File: config.mk
export PLATFORM = sky130hd
export DESIGN_NAME = mci_top
export DESIGN_NICKNAME = d
export VERILOG_FILES = /design/src/mci_pkg.sv /design/src/mci_top.sv /design/src/mci_fw_upd_fsm.sv /design/src/mci_err_agg.sv /design/src/mci_mtime.sv /design/src/mci_csr.sv
export SDC_FILE = /design/constraint.sdc
export NUM_CORES = 1
export LEC_CHECK = 0
export ABC_AREA = 0
export BUFFER_PORTS_ARGS = -buffer_cell sky130_fd_sc_hd__buf_2
export CORE_UTILIZATION = 50
export CTS_BUF_LIST = sky130_fd_sc_hd__clkbuf_4 sky130_fd_sc_hd__clkbuf_8 sky130_fd_sc_hd__clkbuf_16
export DETAILED_ROUTE_END_ITERATION = 8
export PLACE_DENSITY = 0.74
export SLEW_MARGIN = 10
export SYNTH_ARGS = -nofsm -noshare
export SYNTH_HDL_FRONTEND = slang
export SYNTH_SLANG_ARGS = --single-unit
File: constraint.sdc
create_clock -name clk -period 2.6 [get_ports clk]
set_clock_uncertainty 0.15 [all_clocks]
set_input_delay 0 -clock clk [delete_from_list [all_inputs] [get_ports clk]]
set_output_delay 0 -clock clk [all_outputs]
set_load 0.05 [all_outputs]
File: src/mci_pkg.sv
// MCI control register package
// Bus widths, register offsets, interrupt bit positions and the
// firmware update state encoding shared by the register block
package mci_pkg;

    //////////////////////////////////////////////////
    // Widths
    //////////////////////////////////////////////////
    localparam int mci_data_w  = 32;
    localparam int mci_addr_w  = 8;
    localparam int mci_strb_w  = mci_data_w / 8;
    localparam int mci_mtime_w = 2 * mci_data_w;
    localparam int mci_intr_w  = 4;

    // Register byte offsets, word aligned
    typedef enum logic [mci_addr_w-1:0] {
        fw_err_fatal      = 8'h00,
        fw_err_non_fatal  = 8'h04,
        fw_fatal_mask     = 8'h08,
        fw_non_fatal_mask = 8'h0C,
        hw_err_fatal      = 8'h10,
        agg_err           = 8'h14,
        internal_mask     = 8'h18,
        intr_sts          = 8'h1C,
        intr_en           = 8'h20,
        mtime_l           = 8'h24,
        mtime_h           = 8'h28,
        mtimecmp_l        = 8'h2C,
        mtimecmp_h        = 8'h30,
        wdt_status        = 8'h34
    } mci_reg_e;

    // Bit positions in intr_sts and intr_en
    localparam int intr_wdt1_bit    = 0;
    localparam int intr_wdt2_bit    = 1;
    localparam int intr_rst_req_bit = 2;
    localparam int intr_ecc_cor_bit = 3;

    // Firmware update tracking
    typedef enum logic [1:0] {
        fw_boot_wait,
        fw_running,
        fw_hitless_wait
    } fw_upd_e;

    // Byte-enabled update of one register word
    function automatic logic [mci_data_w-1:0] merge_bytes(
        input logic [mci_data_w-1:0] cur,
        input logic [mci_data_w-1:0] wval,
        input logic [mci_data_w-1:0] biten
    );
        return (cur & ~biten) | (wval & biten);
    endfunction

endpackage
File: src/mci_top.sv
`timescale 1ns/1ps
// MCI control register block, top level
// Connects the register port front end to the machine timer, the error
// aggregation and the firmware update request detector
module mci_top import mci_pkg::*; (
    input  logic                  clk,
    input  logic                  mci_rst_b,
    // Register port
    input  logic                  req,
    input  logic                  wr,
    input  logic [mci_addr_w-1:0] addr,
    input  logic [mci_data_w-1:0] wdata,
    input  logic [mci_strb_w-1:0] wstrb,
    output logic [mci_data_w-1:0] rdata,
    output logic                  err,
    // Watchdog
    input  logic                  t1_timeout,
    input  logic                  t2_timeout,
    input  logic                  t1_timeout_p,
    input  logic                  t2_timeout_p,
    output logic                  wdt_timer1_timeout_serviced,
    output logic                  wdt_timer2_timeout_serviced,
    // Error sources
    input  logic                  cptra_error_fatal,
    input  logic                  cptra_error_non_fatal,
    input  logic                  nmi_intr,
    input  logic                  mcu_sram_single_ecc_error,
    input  logic                  mcu_sram_double_ecc_error,
    input  logic                  mcu_sram_fw_exec_region_lock,
    // Interrupts and SoC errors
    output logic                  mci_intr,
    output logic                  mcu_timer_int,
    output logic                  mci_error_fatal,
    output logic                  mci_error_non_fatal
);

// Write broadcast from the port front end
mci_reg_e              reg_sel;
logic                  wr_pulse;
logic [mci_data_w-1:0] wr_data;
logic [mci_data_w-1:0] wr_biten;
// Read words back from the data blocks
logic [mci_data_w-1:0] mtime_rdata;
logic [mci_data_w-1:0] err_rdata;
logic                  rst_req;

//////////////////////////////////////////////////
// Port front end and interrupt registers
//////////////////////////////////////////////////
mci_csr u_csr (.*);

// Timer
mci_mtime u_mtime (.*);

// SoC error reporting
mci_err_agg u_err_agg (.*);

// MCU reset request on region lock edges
mci_fw_upd_fsm u_fw_upd_fsm (.*);

endmodule

File: src/mci_fw_upd_fsm.sv
`timescale 1ns/1ps
// Firmware update reset-request detector
// Watches the SRAM execution-region lock and issues a one-cycle MCU reset
// request on the first boot rise and on each hitless update fall
module mci_fw_upd_fsm import mci_pkg::*; (
    input  logic clk,
    input  logic mci_rst_b,
    input  logic mcu_sram_fw_exec_region_lock,
    output logic rst_req
);

fw_upd_e state_q;
fw_upd_e state_d;
logic    lock_q;
logic    lock_rise;
logic    lock_fall;
logic    req_d;

assign lock_rise = mcu_sram_fw_exec_region_lock & ~lock_q;
assign lock_fall = ~mcu_sram_fw_exec_region_lock & lock_q;

always_comb begin
    state_d = state_q;
    req_d   = 1'b0;
    case (state_q)
        // First boot, lock rise means an image is ready
        fw_boot_wait: if (lock_rise) begin
            req_d   = 1'b1;
            state_d = fw_running;
        end
        // Lock drop starts a hitless update
        fw_running: if (lock_fall) begin
            req_d   = 1'b1;
            state_d = fw_hitless_wait;
        end
        // Re-lock while MCU is held, no new request
        fw_hitless_wait: if (lock_rise) begin
            state_d = fw_running;
        end
        default: state_d = fw_boot_wait;
    endcase
end

always_ff @(posedge clk or negedge mci_rst_b) begin
    if (!mci_rst_b) begin
        state_q <= fw_boot_wait;
        lock_q  <= 1'b0;
        rst_req <= 1'b0;
    end else begin
        state_q <= state_d;
        lock_q  <= mcu_sram_fw_exec_region_lock;
        rst_req <= req_d;
    end
end

endmodule

File: src/mci_err_agg.sv
`timescale 1ns/1ps
// MCI error aggregation
// Firmware, hardware and Caliptra error registers with their masks.
// A newly set unmasked bit raises the sticky fatal output or the
// non-fatal output, which drops once nothing unmasked is pending.
module mci_err_agg import mci_pkg::*; (
    input  logic                  clk,
    input  logic                  mci_rst_b,
    input  mci_reg_e              reg_sel,
    input  logic                  wr_pulse,
    input  logic [mci_data_w-1:0] wr_data,
    input  logic [mci_data_w-1:0] wr_biten,
    input  logic                  cptra_error_fatal,
    input  logic                  cptra_error_non_fatal,
    input  logic                  nmi_intr,
    input  logic                  mcu_sram_double_ecc_error,
    output logic [mci_data_w-1:0] err_rdata,
    output logic                  mci_error_fatal,
    output logic                  mci_error_non_fatal
);

// Bit 0 fatal, bit 1 non-fatal
logic [1:0]            cptra_sync1_q;
logic [1:0]            cptra_sync2_q;
logic [mci_data_w-1:0] fw_fatal_q;
logic [mci_data_w-1:0] fw_non_fatal_q;
logic [mci_data_w-1:0] fw_fatal_mask_q;
logic [mci_data_w-1:0] fw_non_fatal_mask_q;
// Bit 0 SRAM uncorrectable ECC, bit 1 NMI pin
logic [1:0]            hw_fatal_q;
logic [1:0]            agg_q;
// SRAM ECC, NMI, Caliptra fatal, Caliptra non-fatal
logic [3:0]            int_mask_q;
logic [mci_data_w-1:0] wr_ones;
logic [1:0]            hw_set;
logic [1:0]            hw_clr;
logic [1:0]            agg_clr;
logic                  fatal_new;
logic                  non_fatal_new;
logic                  non_fatal_pending;

//////////////////////////////////////////////////
// Caliptra error synchronizers
//////////////////////////////////////////////////
always_ff @(posedge clk or negedge mci_rst_b) begin
    if (!mci_rst_b) begin
        cptra_sync1_q <= 2'b00;
        cptra_sync2_q <= 2'b00;
    end else begin
        cptra_sync1_q <= {cptra_error_non_fatal, cptra_error_fatal};
        cptra_sync2_q <= cptra_sync1_q;
    end
end

//////////////////////////////////////////////////
// Error registers
//////////////////////////////////////////////////
assign wr_ones = wr_data & wr_biten;
assign hw_set  = {nmi_intr, mcu_sram_double_ecc_error};
assign hw_clr  = (wr_pulse && reg_sel == hw_err_fatal) ? wr_ones[1:0] : 2'b00;
assign agg_clr = (wr_pulse && reg_sel == agg_err) ? wr_ones[1:0] : 2'b00;

always_ff @(posedge clk or negedge mci_rst_b) begin
    if (!mci_rst_b) begin
        fw_fatal_q          <= '0;
        fw_non_fatal_q      <= '0;
        fw_fatal_mask_q     <= '0;
        fw_non_fatal_mask_q <= '0;
        hw_fatal_q          <= 2'b00;
        agg_q               <= 2'b00;
        int_mask_q          <= 4'h0;
    end else begin
        // Firmware error codes, a strobed one sets a clear bit or clears a set one
        if (wr_pulse && reg_sel == fw_err_fatal) begin
            fw_fatal_q <= fw_fatal_q ^ wr_ones;
        end
        if (wr_pulse && reg_sel == fw_err_non_fatal) begin
            fw_non_fatal_q <= fw_non_fatal_q ^ wr_ones;
        end
        if (wr_pulse && reg_sel == fw_fatal_mask) begin
            fw_fatal_mask_q <= merge_bytes(fw_fatal_mask_q, wr_data, wr_biten);
        end
        if (wr_pulse && reg_sel == fw_non_fatal_mask) begin
            fw_non_fatal_mask_q <= merge_bytes(fw_non_fatal_mask_q, wr_data, wr_biten);
        end
        if (wr_pulse && reg_sel == internal_mask) begin
            int_mask_q <= (int_mask_q & ~wr_biten[3:0]) | wr_ones[3:0];
        end
        // Hardware set beats the W1C clear
        hw_fatal_q <= (hw_fatal_q & ~hw_clr) | hw_set;
        agg_q      <= (agg_q & ~agg_clr) | cptra_sync2_q;
    end
end

//////////////////////////////////////////////////
// Fatal and non-fatal outputs
//////////////////////////////////////////////////

// New means the bit was clear before this edge
assign fatal_new =
    ((wr_pulse && reg_sel == fw_err_fatal) &&
     |(wr_ones & ~fw_fatal_q & ~fw_fatal_mask_q)) ||
    |(hw_set & ~hw_fatal_q & ~int_mask_q[1:0]) ||
    (cptra_sync2_q[0] && !agg_q[0] && !int_mask_q[2]);

assign non_fatal_new =
    ((wr_pulse && reg_sel == fw_err_non_fatal) &&
     |(wr_ones & ~fw_non_fatal_q & ~fw_non_fatal_mask_q)) ||
    (cptra_sync2_q[1] && !agg_q[1] && !int_mask_q[3]);

assign non_fatal_pending = |(fw_non_fatal_q & ~fw_non_fatal_mask_q) ||
                           (agg_q[1] && !int_mask_q[3]);

always_ff @(posedge clk or negedge mci_rst_b) begin
    if (!mci_rst_b) begin
        mci_error_fatal     <= 1'b0;
        mci_error_non_fatal <= 1'b0;
    end else begin
        // Fatal is sticky until reset
        if (fatal_new) begin
            mci_error_fatal <= 1'b1;
        end
        if (non_fatal_new) begin
            mci_error_non_fatal <= 1'b1;
        end else if (!non_fatal_pending) begin
            mci_error_non_fatal <= 1'b0;
        end
    end
end

always_comb begin
    case (reg_sel)
        fw_err_fatal:      err_rdata = fw_fatal_q;
        fw_err_non_fatal:  err_rdata = fw_non_fatal_q;
        fw_fatal_mask:     err_rdata = fw_fatal_mask_q;
        fw_non_fatal_mask: err_rdata = fw_non_fatal_mask_q;
        hw_err_fatal:      err_rdata = {{(mci_data_w-2){1'b0}}, hw_fatal_q};
        agg_err:           err_rdata = {{(mci_data_w-2){1'b0}}, agg_q};
        internal_mask:     err_rdata = {{(mci_data_w-4){1'b0}}, int_mask_q};
        default:           err_rdata = '0;
    endcase
end

endmodule

File: src/mci_mtime.sv
`timescale 1ns/1ps
// MCU machine timer
// Free-running 64-bit count with a 64-bit compare value, both split into
// two word registers, and a level timer interrupt
module mci_mtime import mci_pkg::*; (
    input  logic                  clk,
    input  logic                  mci_rst_b,
    input  mci_reg_e              reg_sel,
    input  logic                  wr_pulse,
    input  logic [mci_data_w-1:0] wr_data,
    input  logic [mci_data_w-1:0] wr_biten,
    output logic [mci_data_w-1:0] mtime_rdata,
    output logic                  mcu_timer_int
);

logic [mci_mtime_w-1:0] mtime_q;
logic [mci_mtime_w-1:0] mtime_d;
logic [mci_mtime_w-1:0] mtimecmp_q;
logic [mci_mtime_w-1:0] mtimecmp_d;

// Software write to either count half replaces the increment
always_comb begin
    mtime_d    = mtime_q + mci_mtime_w'(1);
    mtimecmp_d = mtimecmp_q;
    if (wr_pulse) begin
        case (reg_sel)
            mtime_l: mtime_d = {mtime_q[mci_mtime_w-1:mci_data_w],
                                merge_bytes(mtime_q[mci_data_w-1:0], wr_data, wr_biten)};
            mtime_h: mtime_d = {merge_bytes(mtime_q[mci_mtime_w-1:mci_data_w],
                                            wr_data, wr_biten),
                                mtime_q[mci_data_w-1:0]};
            mtimecmp_l: mtimecmp_d[mci_data_w-1:0] =
                merge_bytes(mtimecmp_q[mci_data_w-1:0], wr_data, wr_biten);
            mtimecmp_h: mtimecmp_d[mci_mtime_w-1:mci_data_w] =
                merge_bytes(mtimecmp_q[mci_mtime_w-1:mci_data_w], wr_data, wr_biten);
            default: ;
        endcase
    end
end

always_ff @(posedge clk or negedge mci_rst_b) begin
    if (!mci_rst_b) begin
        mtime_q    <= '0;
        // All ones keeps the interrupt quiet until software programs it
        mtimecmp_q <= '1;
    end else begin
        mtime_q    <= mtime_d;
        mtimecmp_q <= mtimecmp_d;
    end
end

// Full-width compare, no carry timing between halves
assign mcu_timer_int = mtime_q >= mtimecmp_q;

always_comb begin
    case (reg_sel)
        mtime_l:    mtime_rdata = mtime_q[mci_data_w-1:0];
        mtime_h:    mtime_rdata = mtime_q[mci_mtime_w-1:mci_data_w];
        mtimecmp_l: mtime_rdata = mtimecmp_q[mci_data_w-1:0];
        mtimecmp_h: mtime_rdata = mtimecmp_q[mci_mtime_w-1:mci_data_w];
        default:    mtime_rdata = '0;
    endcase
end

endmodule

File: src/mci_csr.sv
`timescale 1ns/1ps
// MCI register port front end
// Decodes the single-cycle request, flags unmapped offsets, expands byte
// strobes and broadcasts writes to the data blocks. Holds the internal
// interrupt status/enable pair, the registered interrupt output and the
// watchdog serviced pulses, and muxes the read data.
module mci_csr import mci_pkg::*; (
    input  logic                  clk,
    input  logic                  mci_rst_b,
    input  logic                  req,
    input  logic                  wr,
    input  logic [mci_addr_w-1:0] addr,
    input  logic [mci_data_w-1:0] wdata,
    input  logic [mci_strb_w-1:0] wstrb,
    input  logic                  t1_timeout,
    input  logic                  t2_timeout,
    input  logic                  t1_timeout_p,
    input  logic                  t2_timeout_p,
    input  logic                  mcu_sram_single_ecc_error,
    input  logic                  rst_req,
    input  logic [mci_data_w-1:0] mtime_rdata,
    input  logic [mci_data_w-1:0] err_rdata,
    output mci_reg_e              reg_sel,
    output logic                  wr_pulse,
    output logic [mci_data_w-1:0] wr_data,
    output logic [mci_data_w-1:0] wr_biten,
    output logic [mci_data_w-1:0] rdata,
    output logic                  err,
    output logic                  mci_intr,
    output logic                  wdt_timer1_timeout_serviced,
    output logic                  wdt_timer2_timeout_serviced
);

logic                  mapped;
logic [mci_intr_w-1:0] intr_sts_q;
logic [mci_intr_w-1:0] intr_en_q;
logic [mci_intr_w-1:0] intr_hw_set;
logic [mci_intr_w-1:0] intr_clr;
logic [1:0]            wdt_sts_prev_q;
logic [mci_data_w-1:0] rdata_sel;

//////////////////////////////////////////////////
// Address decode
//////////////////////////////////////////////////

// Only listed offsets are mapped, which also rejects unaligned ones
always_comb begin
    case (addr)
        fw_err_fatal, fw_err_non_fatal, fw_fatal_mask, fw_non_fatal_mask,
        hw_err_fatal, agg_err, internal_mask, intr_sts, intr_en,
        mtime_l, mtime_h, mtimecmp_l, mtimecmp_h, wdt_status: mapped = 1'b1;
        default: mapped = 1'b0;
    endcase
end

assign reg_sel  = mci_reg_e'(addr);
assign err      = req & ~mapped;
// Unmapped writes never reach the data blocks
assign wr_pulse = req & wr & mapped;
assign wr_data  = wdata;

// One strobe covers one byte lane
always_comb begin
    for (int b = 0; b < mci_strb_w; b++) begin
        wr_biten[b*8 +: 8] = {8{wstrb[b]}};
    end
end

//////////////////////////////////////////////////
// Internal interrupts
//////////////////////////////////////////////////
assign intr_hw_set[intr_wdt1_bit]    = t1_timeout_p;
assign intr_hw_set[intr_wdt2_bit]    = t2_timeout_p;
assign intr_hw_set[intr_rst_req_bit] = rst_req;
assign intr_hw_set[intr_ecc_cor_bit] = mcu_sram_single_ecc_error;

// W1C on strobed bytes only
assign intr_clr = (wr_pulse && reg_sel == intr_sts) ?
                  (wr_data[mci_intr_w-1:0] & wr_biten[mci_intr_w-1:0]) : '0;

always_ff @(posedge clk or negedge mci_rst_b) begin
    if (!mci_rst_b) begin
        intr_sts_q <= '0;
        intr_en_q  <= '0;
        mci_intr   <= 1'b0;
    end else begin
        // Hardware set wins over a same-cycle clear
        intr_sts_q <= (intr_sts_q & ~intr_clr) | intr_hw_set;
        if (wr_pulse && reg_sel == intr_en) begin
            intr_en_q <= (intr_en_q & ~wr_biten[mci_intr_w-1:0]) |
                         (wr_data[mci_intr_w-1:0] & wr_biten[mci_intr_w-1:0]);
        end
        mci_intr <= |(intr_sts_q & intr_en_q);
    end
end

//////////////////////////////////////////////////
// Watchdog serviced detect
//////////////////////////////////////////////////

// Falling status bit means software has acknowledged the timeout
always_ff @(posedge clk or negedge mci_rst_b) begin
    if (!mci_rst_b) begin
        wdt_sts_prev_q <= 2'b00;
    end else begin
        wdt_sts_prev_q <= {intr_sts_q[intr_wdt2_bit], intr_sts_q[intr_wdt1_bit]};
    end
end

assign wdt_timer1_timeout_serviced = wdt_sts_prev_q[0] & ~intr_sts_q[intr_wdt1_bit];
assign wdt_timer2_timeout_serviced = wdt_sts_prev_q[1] & ~intr_sts_q[intr_wdt2_bit];

// Read mux, local registers first, then the data blocks
always_comb begin
    case (reg_sel)
        intr_sts:   rdata_sel = {{(mci_data_w-mci_intr_w){1'b0}}, intr_sts_q};
        intr_en:    rdata_sel = {{(mci_data_w-mci_intr_w){1'b0}}, intr_en_q};
        // Live watchdog levels, read only
        wdt_status: rdata_sel = {{(mci_data_w-2){1'b0}}, t2_timeout, t1_timeout};
        mtime_l, mtime_h, mtimecmp_l, mtimecmp_h: rdata_sel = mtime_rdata;
        default:    rdata_sel = err_rdata;
    endcase
    rdata = mapped ? rdata_sel : '0;
end

endmodule

==> results.rst, run 1 <==
.. list-table::
   :header-rows: 1

   * - Metric
     - Value
   * - Worst path arrival time
     - 2820 ps
   * - I/O pin cnt
     - 97
   * - Mapped Area
     - 18100 µm²
   * - Result of the run
     - finished with violations
   * - Remaining antenna violation count
     - 0
   * - Critical path capture point type
     - primary output
   * - EDFF count, synth
     - 0
   * - Power density relative to cell area
     - slightly above 500 nW/µm²
   * - Vertical die dimension
     - 192 µm
   * - Maximum buffer depth of the clock tree
     - 3
   * - Top cells by area, synth
     - dfrtp_1 31%, mux2_2 9.7%, dfstp_2 9.3%
   * - Number of violations reported at the end of detailed-routing iteration 0
     - about 2100
   * - Core region area
     - 35600 µm²
   * - Reg2Reg Setup Slack
     - 70 ps
   * - Flops & latches, synth
     - between 200 and 300
   * - Fmax
     - approximately 0.34 GHz
   * - Number of fillers in the final layout
     - 2937
   * - Sequential cell area fraction in the yosys report
     - 0.399
   * - Shortest period the worst path allows
     - slightly below 3000 ps
   * - Iteration count of the initial detailed-routing pass
     - 7
   * - Setup repair after global routing missed its margin
     - true
   * - Yosys cell types
     - 74
   * - Number of cell rows
     - slightly below 70
   * - Most numerous cell in the Yosys netlist
     - dfrtp_1
   * - Final std cell area, no fill
     - ~22000 µm²
   * - Count of final setup violators
     - 1
   * - Port buffer count
     - 96
   * - Class of the most critical setup path
     - flop to primary output
   * - Fraction of synthesis flops using an asynchronous set or reset pin
     - 1.00
   * - Effective utilization at floorplan
     - 0.509
   * - Residual DRC
     - 0
   * - Total routed wirelength
     - between 70000 and 80000 µm
   * - Final number of hold-violating endpoints
     - 0
   * - Fraction of synthesized cell area taken by the top area cell type
     - 0.306
   * - Critical path peak fanout
     - 3
   * - Synthesized area divided by synthesized cell count
     - 9.31 µm²
   * - Worst vdd rail ir drop
     - roughly 410 µV
   * - CP Data Required Time
     - around 2500 ps
   * - Cell at the root of the clock tree
     - clkbuf_16
   * - Global-route wire length before repair
     - 105000 µm
   * - Sequential cell area
     - between 7000 and 8000 µm²
   * - Initial antenna violation count
     - 5
   * - TritonCTS clock tree
     - built
   * - Startpoint of the worst-slack reg-to-reg timing path
     - u_mtime.mtime_q[15]
   * - Total area of multi-input combinational cells
     - slightly below 10000 µm²
   * - Most used DFF post-synth
     - dfrtp_1
   * - Least-Margin Pin Slew
     - 1060 ps
   * - Total grt overflow
     - 0
   * - Synthesized netlist net count
     - roughly 2100
   * - Proportion of layout cells with a drive suffix above 1
     - 0.270
   * - Via density per instance
     - about 6.6
   * - WL/cell
     - 26.3 µm
   * - R2R depth
     - 5
   * - Total track usage
     - 0.384
   * - Die Outline Area
     - 36900 µm²
   * - Number of nets in the layout
     - around 2400
   * - Leading cell types by count after synthesis
     - 221 x dfrtp_1, 210 x inv_1, 197 x nand2_1
   * - Count of max-cap constraint violations
     - 0
   * - Worst Setup Slack, final
     - -374 ps
   * - Clock sink count
     - around 290
   * - Crit start category
     - flop
   * - Half-perimeter wire length after placement
     - 51100 µm
   * - Reg-to-Reg End
     - u_mtime.mtime_q[32]
   * - Worst min-delay path endpoint
     - u_fw_upd_fsm.lock_q
   * - Vias in the first global route
     - around 17000
   * - Die outline width
     - 192 µm
   * - Total count of max-transition violations in the final report
     - 0
   * - Cts bufs inserted
     - 35
   * - # H-tree levels
     - 2
   * - Period utilisation layout
     - 1.14
   * - Worst Min Path Start
     - mcu_sram_fw_exec_region_lock
   * - Synth-to-layout area growth
     - 22.3%
   * - Leakage dissipation
     - ~0.0095 µW
   * - Clock slew at reported path FFs
     - about 60 ps
   * - Clock latency at the later pin of the worst-skew pair
     - between 500 and 600 ps
   * - Count of yosys warnings during synthesis
     - 0
   * - Largest net degree at the start of global routing
     - a little under 100
   * - Cell area after placement
     - 20100 µm²
   * - Via count
     - about 18000
   * - Tightest slew margin relative to the limit
     - 0.293
   * - RePlAce Congestion
     - 1.04
   * - Min-delay worst type
     - primary input to flop
   * - Count of mapped cells out of synthesis
     - between 1500 and 2000
   * - Sum of internal, switching and leakage power
     - about 11000 µW
   * - Hold path cells
     - 2
   * - Violated checks
     - setup timing
   * - Library cell occupying the most area in the post-synthesis netlist
     - dfrtp_1
how the worst max path moves through the flow:
stage / endpoint / slack [ps] / depth (start not counted)
floorplan: u_mtime.mtime_q[50] / 2 / 8
global placement: u_mtime.mtime_q[50] / 70 / 6
detailed placement: u_mtime.mtime_q[40] / 0.8 / 7
CTS: mcu_timer_int / -300 / 10
global route: mcu_timer_int / -480 / 9
finish: mcu_timer_int / -370 / 9
worst max-delay path, cell delays in order, from the launching register on:
cell	delay (ps)
dfstp_2	550
inv_2	50
ha_4	260
nand4_1	230
nor4_2	330
nand4_1	240
nor2_1	160
a41oi_1	110
o211ai_1	140
buf_4	230
report_power, final:
| part | switching, µW | leakage, µW | internal, µW |
|---|---|---|---|
| Clock | 2020 | 0.000605 | 3110 |
| Combinational | 869 | 0.00540 | 515 |
| Sequential | 93.2 | 0.00348 | 4550 |
cells in the final DEF (no fill, tap or decap), drive strengths merged, types with 6 or more instances in the layout:
cell type | synthesis | final
buf | 13 | 254
dfrtp | 221 | 221
inv | 210 | 211
nand2 | 197 | 197
mux2 | 156 | 156
o21ai | 134 | 134
ha | 129 | 129
a21oi | 90 | 90
nand3 | 84 | 84
nor2 | 74 | 74
dfstp | 64 | 64
o22ai | 56 | 56
dlygate4sd3 | 0 | 54
clkbuf | 85 | 54
a22oi | 38 | 38
and2 | 35 | 35
o211ai | 32 | 32
a222oi | 28 | 28
nand4 | 25 | 25
a22o | 24 | 24
and3 | 24 | 24
nor4 | 23 | 23
nor3 | 22 | 22
a31oi | 13 | 13
a21o | 12 | 12
a221oi | 12 | 12
and4 | 11 | 11
a32oi | 10 | 10
mux4 | 9 | 9
a211oi | 9 | 9
or3 | 9 | 9
nor2b | 9 | 9
or4 | 9 | 9
nand2b | 6 | 6
o311ai | 6 | 6
kinds of logic (layout without fill, tap and decap cells):
group | count (synthesis) | count (layout) | share of synthesized area
compound gates | 507 | 507 | 0.186
simple gates | 545 | 545 | 0.151
fa+ha+maj | 129 | 129 | 0.0892
mux | 167 | 167 | 0.109
other cells | 0 | 2 | 0
xor+xnor | 3 | 3 | 0.00145
buf+inv | 308 | 580 | 0.0642
flops | 285 | 285 | 0.399
repair_timing:
action                                  4_1_cts  5_1_grt
setup buffers                                 9        2
hold buffers                                 55        0
pin swaps                                    20       14
endpoints found under the setup margin        1        6
endpoints found under the hold margin       426        0
gates resized for setup                      22       12
layer usage:
metal | vias to the layer above | routed length, µm | share of wire | GRT usage
met5 | - | 0 | 0 | 0
met4 | 0 | 3760 | 0.053 | 0.179
met3 | 249 | 7780 | 0.11 | 0.0875
met2 | 1110 | 31700 | 0.45 | 0.601
met1 | 8670 | 27200 | 0.39 | 0.502
li1 | 7631 | - | - | -
cell type report:
class,count,share of cell area
multi-input combinational,1351,0.449
sequential,285,0.326
timing repair buffer,308,0.109
clock inverter,8,0.00469
antenna,2,0.000226
clock buffer,54,0.0497
tap,461,0.0261
inverter,210,0.0356
through the flow:
| step | instances | util | TNS, ps | hold slack [ps] | setup slack [ps] |
|---|---|---|---|---|---|
| 2_1_floorplan | 1944 | - | 0 | -446 | 2.00 |
| 3_3_place_gp | 2550 | 0.565 | 0 | -177 | 74.0 |
| 3_5_place_dp | 2550 | 0.565 | 0 | -175 | 0.800 |
| 4_1_cts | 2675 | 0.620 | -296 | 14.6 | -296 |
| 5_1_grt | 2677 | 0.622 | -476 | 40.2 | -476 |
| 6_report | 2679 | 0.622 | -374 | 23.8 | -374 |
Note: power is estimated with default switching activity, not from simulation.
==> inputs of run 2 (changes only) <==
--- a/config.mk
+++ b/config.mk
@@ -10,7 +10,7 @@
 export CORE_UTILIZATION = 50
 export CTS_BUF_LIST = sky130_fd_sc_hd__clkbuf_4 sky130_fd_sc_hd__clkbuf_8 sky130_fd_sc_hd__clkbuf_16
 export DETAILED_ROUTE_END_ITERATION = 8
-export PLACE_DENSITY = 0.74
+export PLACE_DENSITY = 0.71
 export SLEW_MARGIN = 10
 export SYNTH_ARGS = -nofsm -noshare
 export SYNTH_HDL_FRONTEND = slang
==> constraint.sdc (replaced) <==
create_clock -name clk -period 3.68 [get_ports clk]
set_clock_uncertainty 0.15 [all_clocks]
set_input_delay 0 -clock clk [delete_from_list [all_inputs] [get_ports clk]]
set_output_delay 0 -clock clk [all_outputs]
set_load 0.05 [all_outputs]
==> run 2 against run 1 <==
- total power shrank 31%
- first-iteration DRC count decreased by 4.3%
- die area is the same
- clock power shrank 30%
- final cell count shrank 4.2%
- the run ends with DRC left
- setup slack improved by 550 ps
- sequential cell count stayed put
- largest cell class unchanged
- critical path type unchanged
- largest power group unchanged
- register-to-register slack improved by 580 ps
- global-route usage shrank 1.9 points
==> results.rst, run 2 (same netlist as run 1, synthesis figures left out) <==
.. list-table::
   :header-rows: 1

   * - Metric
     - Value
   * - Proportion of layout cells with a drive suffix above 1
     - 0.221
   * - Total grt overflow
     - 0
   * - Initial antenna violation count
     - 6
   * - Residual DRC
     - 1
   * - Sequential cell area
     - about 7000 µm²
   * - Setup repair after global routing missed its margin
     - false
   * - Total area of multi-input combinational cells
     - between 9000 and 10000 µm²
   * - Number of cell rows
     - 69
   * - Gate family responsible for the most delay along the worst path
     - simple AND/OR/NAND/NOR gates
   * - Cell at the root of the clock tree
     - clkbuf_16
   * - Clock sink count
     - 285
   * - Post-CTS setup-driven buffer insertion count
     - 0
   * - TritonCTS clock tree
     - built
   * - Critical path capture point type
     - primary output
   * - Result of the run
     - finished with violations
   * - Count of final setup violators
     - 0
   * - Class of the most critical setup path
     - flop to primary output
   * - Synth-to-layout area growth
     - 16.0%
   * - Global-route wire length before repair
     - roughly 100000 µm
   * - Clock latency at the later pin of the worst-skew pair
     - around 530 ps
   * - Via density per instance
     - 6.58
   * - Via count
     - roughly 17000
   * - Fin util
     - 0.590
   * - Number of nets in the layout
     - 2265
   * - Total routed wirelength
     - around 67000 µm
   * - Vias in the first global route
     - roughly 16000
   * - Maximum buffer depth of the clock tree
     - 3
   * - Power density relative to cell area
     - 367 nW/µm²
   * - Proportion of power drawn by combinational gates
     - 0.103
   * - Critical path peak fanout
     - 3
   * - Total track usage
     - 0.365
   * - Cell area after placement
     - around 19000 µm²
   * - Switching part of the total
     - 0.268
   * - RePlAce Congestion
     - 0.984
   * - Hold_ws
     - 17.8 ps
   * - Half-perimeter wire length after placement
     - about 48000 µm
   * - Port buffer count
     - 96
   * - Number of fillers in the final layout
     - between 3000 and 4000
   * - Worst-path cell with the longest stage delay
     - dfstp_2
   * - Tightest slew margin relative to the limit
     - 0.234
   * - Crit path top cell by count
     - nand4_1
   * - Cts bufs inserted
     - 35
   * - Number of buffers and inverters on the critical path
     - 2
   * - Number of violations reported at the end of detailed-routing iteration 0
     - between 2000 and 2500
   * - Crit-path cells
     - inv_1, ha_1, nand4_1, nor4_2, nand4_1, nor3_1, a211oi_1, o211ai_1, buf_2
   * - Die outline width
     - slightly below 200 µm
   * - Highest-count cells in the layout ignoring fill and taps
     - 221 x dfrtp_1, 210 x inv_1, 197 x nand2_1, 156 x mux2_2, 133 x o21ai_0
   * - Sum of internal, switching and leakage power
     - slightly below 8000 µW
   * - Crit start category
     - flop
   * - Effective utilization at floorplan
     - 0.509
   * - Total count of max-transition violations in the final report
     - 0
   * - Fmax
     - between 0.2 and 0.3 GHz
   * - WL/cell
     - between 20 and 30 µm
   * - Power share of the sequential group
     - 0.433
   * - I/O pin cnt
     - 97
   * - Remaining antenna violation count
     - 0
   * - Core region area
     - approximately 36000 µm²
   * - Count of max-cap constraint violations
     - 0
   * - Vertical die dimension
     - 192 µm
   * - Violated checks
     - DRC
   * - Shortest period the worst path allows
     - about 3500 ps
   * - # H-tree levels
     - 2
   * - Leakage dissipation
     - between 0.008 and 0.009 µW
   * - Switch Pwr
     - 2060 µW
   * - Iteration count of the initial detailed-routing pass
     - 9
   * - Worst vdd rail ir drop
     - ~320 µV
   * - Period utilisation layout
     - 0.951
   * - Worst path arrival time
     - 3350 ps
   * - Total internal power
     - between 5000 and 6000 µW
   * - CP Data Required Time
     - approximately 3500 ps
   * - Clock slew at reported path FFs
     - approximately 70 ps
   * - Setup_tns
     - 0 ps
   * - Largest net degree at the start of global routing
     - ~100
   * - Least-Margin Pin Slew
     - around 1100 ps
   * - Die Outline Area
     - about 37000 µm²
   * - Final number of hold-violating endpoints
     - 0
   * - Most common cell after layout, fill and taps aside
     - dfrtp_1
   * - Proportion of power drawn by the clock network
     - 0.464
   * - Min-delay worst type
     - primary input to flop
   * - Max stage delay on crit path
     - roughly 540 ps
   * - Final std cell area, no fill
     - approximately 21000 µm²
run 2: cell count changes in the layout (fill, tap and decap cells not counted), moves of 5 or more:
cell	previous run	this run
inv_1	205	210
clkbuf_8	10	4
ha_4	8	0
inv_2	5	0
ha_1	121	129
buf_4	145	41
buf_12	13	5
clkinv_2	3	8
run 2: repair_timing:
item                                    in CTS  in global routing
endpoints found under the setup margin       0                  1
hold buffers                                53                  0
gates resized for setup                      0                  1
hold endpoints to repair                   319                  0
run 2: layout make-up:
type / count / area share
sequential: 285 / 0.344
clock inverter: 17 / 0.00882
timing repair buffer: 195 / 0.0689
multi-input combinational: 1351 / 0.466
tap: 461 / 0.0275
antenna: 1 / 0.000119
inverter: 210 / 0.0376
clock buffer: 46 / 0.0477
run 2: through the flow:
stage,instances,worst slack [ps]
after floorplan,1944,1010
after global placement,2449,684
after detailed placement,2449,647
after CTS,2565,55.3
after global routing,2565,19.8
final,2566,179
run 2: worst register-to-register path, cell delays in order, from the launching register on:
cell and delay [ps]:
dfrtp_1 550, nand3_4 170, or4_4 620, nor4_2 800, nand3_1 270, o311ai_0 350
run 2: routing by layer:
metal | track usage | vias up | part of all wire
met5 | 0 | - | 0.00019
met2 | 0.575 | 1009 | 0.45
li1 | - | 7393 | -
met1 | 0.470 | 8273 | 0.39
met3 | 0.0983 | 218 | 0.11
met4 | 0.157 | 2 | 0.049
run 2: path summary, 6_finish.rpt:
| kind | cells past startpoint | slack (ps) | end | from |
|---|---|---|---|---|
| max | 9 | 180 | mcu_timer_int | flop |
| min | 5 | 20 | u_mtime.mtime_q[60] | wstrb[3] |
| max reg2reg | 5 | 650 | u_mtime.mtime_q[40] | u_mtime.mtime_q[12] |
| min reg2reg | 0 | 200 | u_err_agg.cptra_sync2_q[0] | u_err_agg.cptra_sync1_q[0] |
| max in group asynchronous | 4 | 2080 | u_err_agg.fw_non_fatal_q[22] | mci_rst_b |
| min in group asynchronous | 3 | 400 | u_mtime.mtime_q[16] | mci_rst_b |
run 2: power by group through the flow:
stage / clock network [µW] / logic, µW / registers (µW)
after floorplan: 0 / 373 / 3360
after CTS: 3610 / 779 / 3330
after detailed placement: 0 / 727 / 3380
after global placement: 0 / 714 / 3370
after global routing: 3750 / 867 / 3340
final: 3580 / 791 / 3340
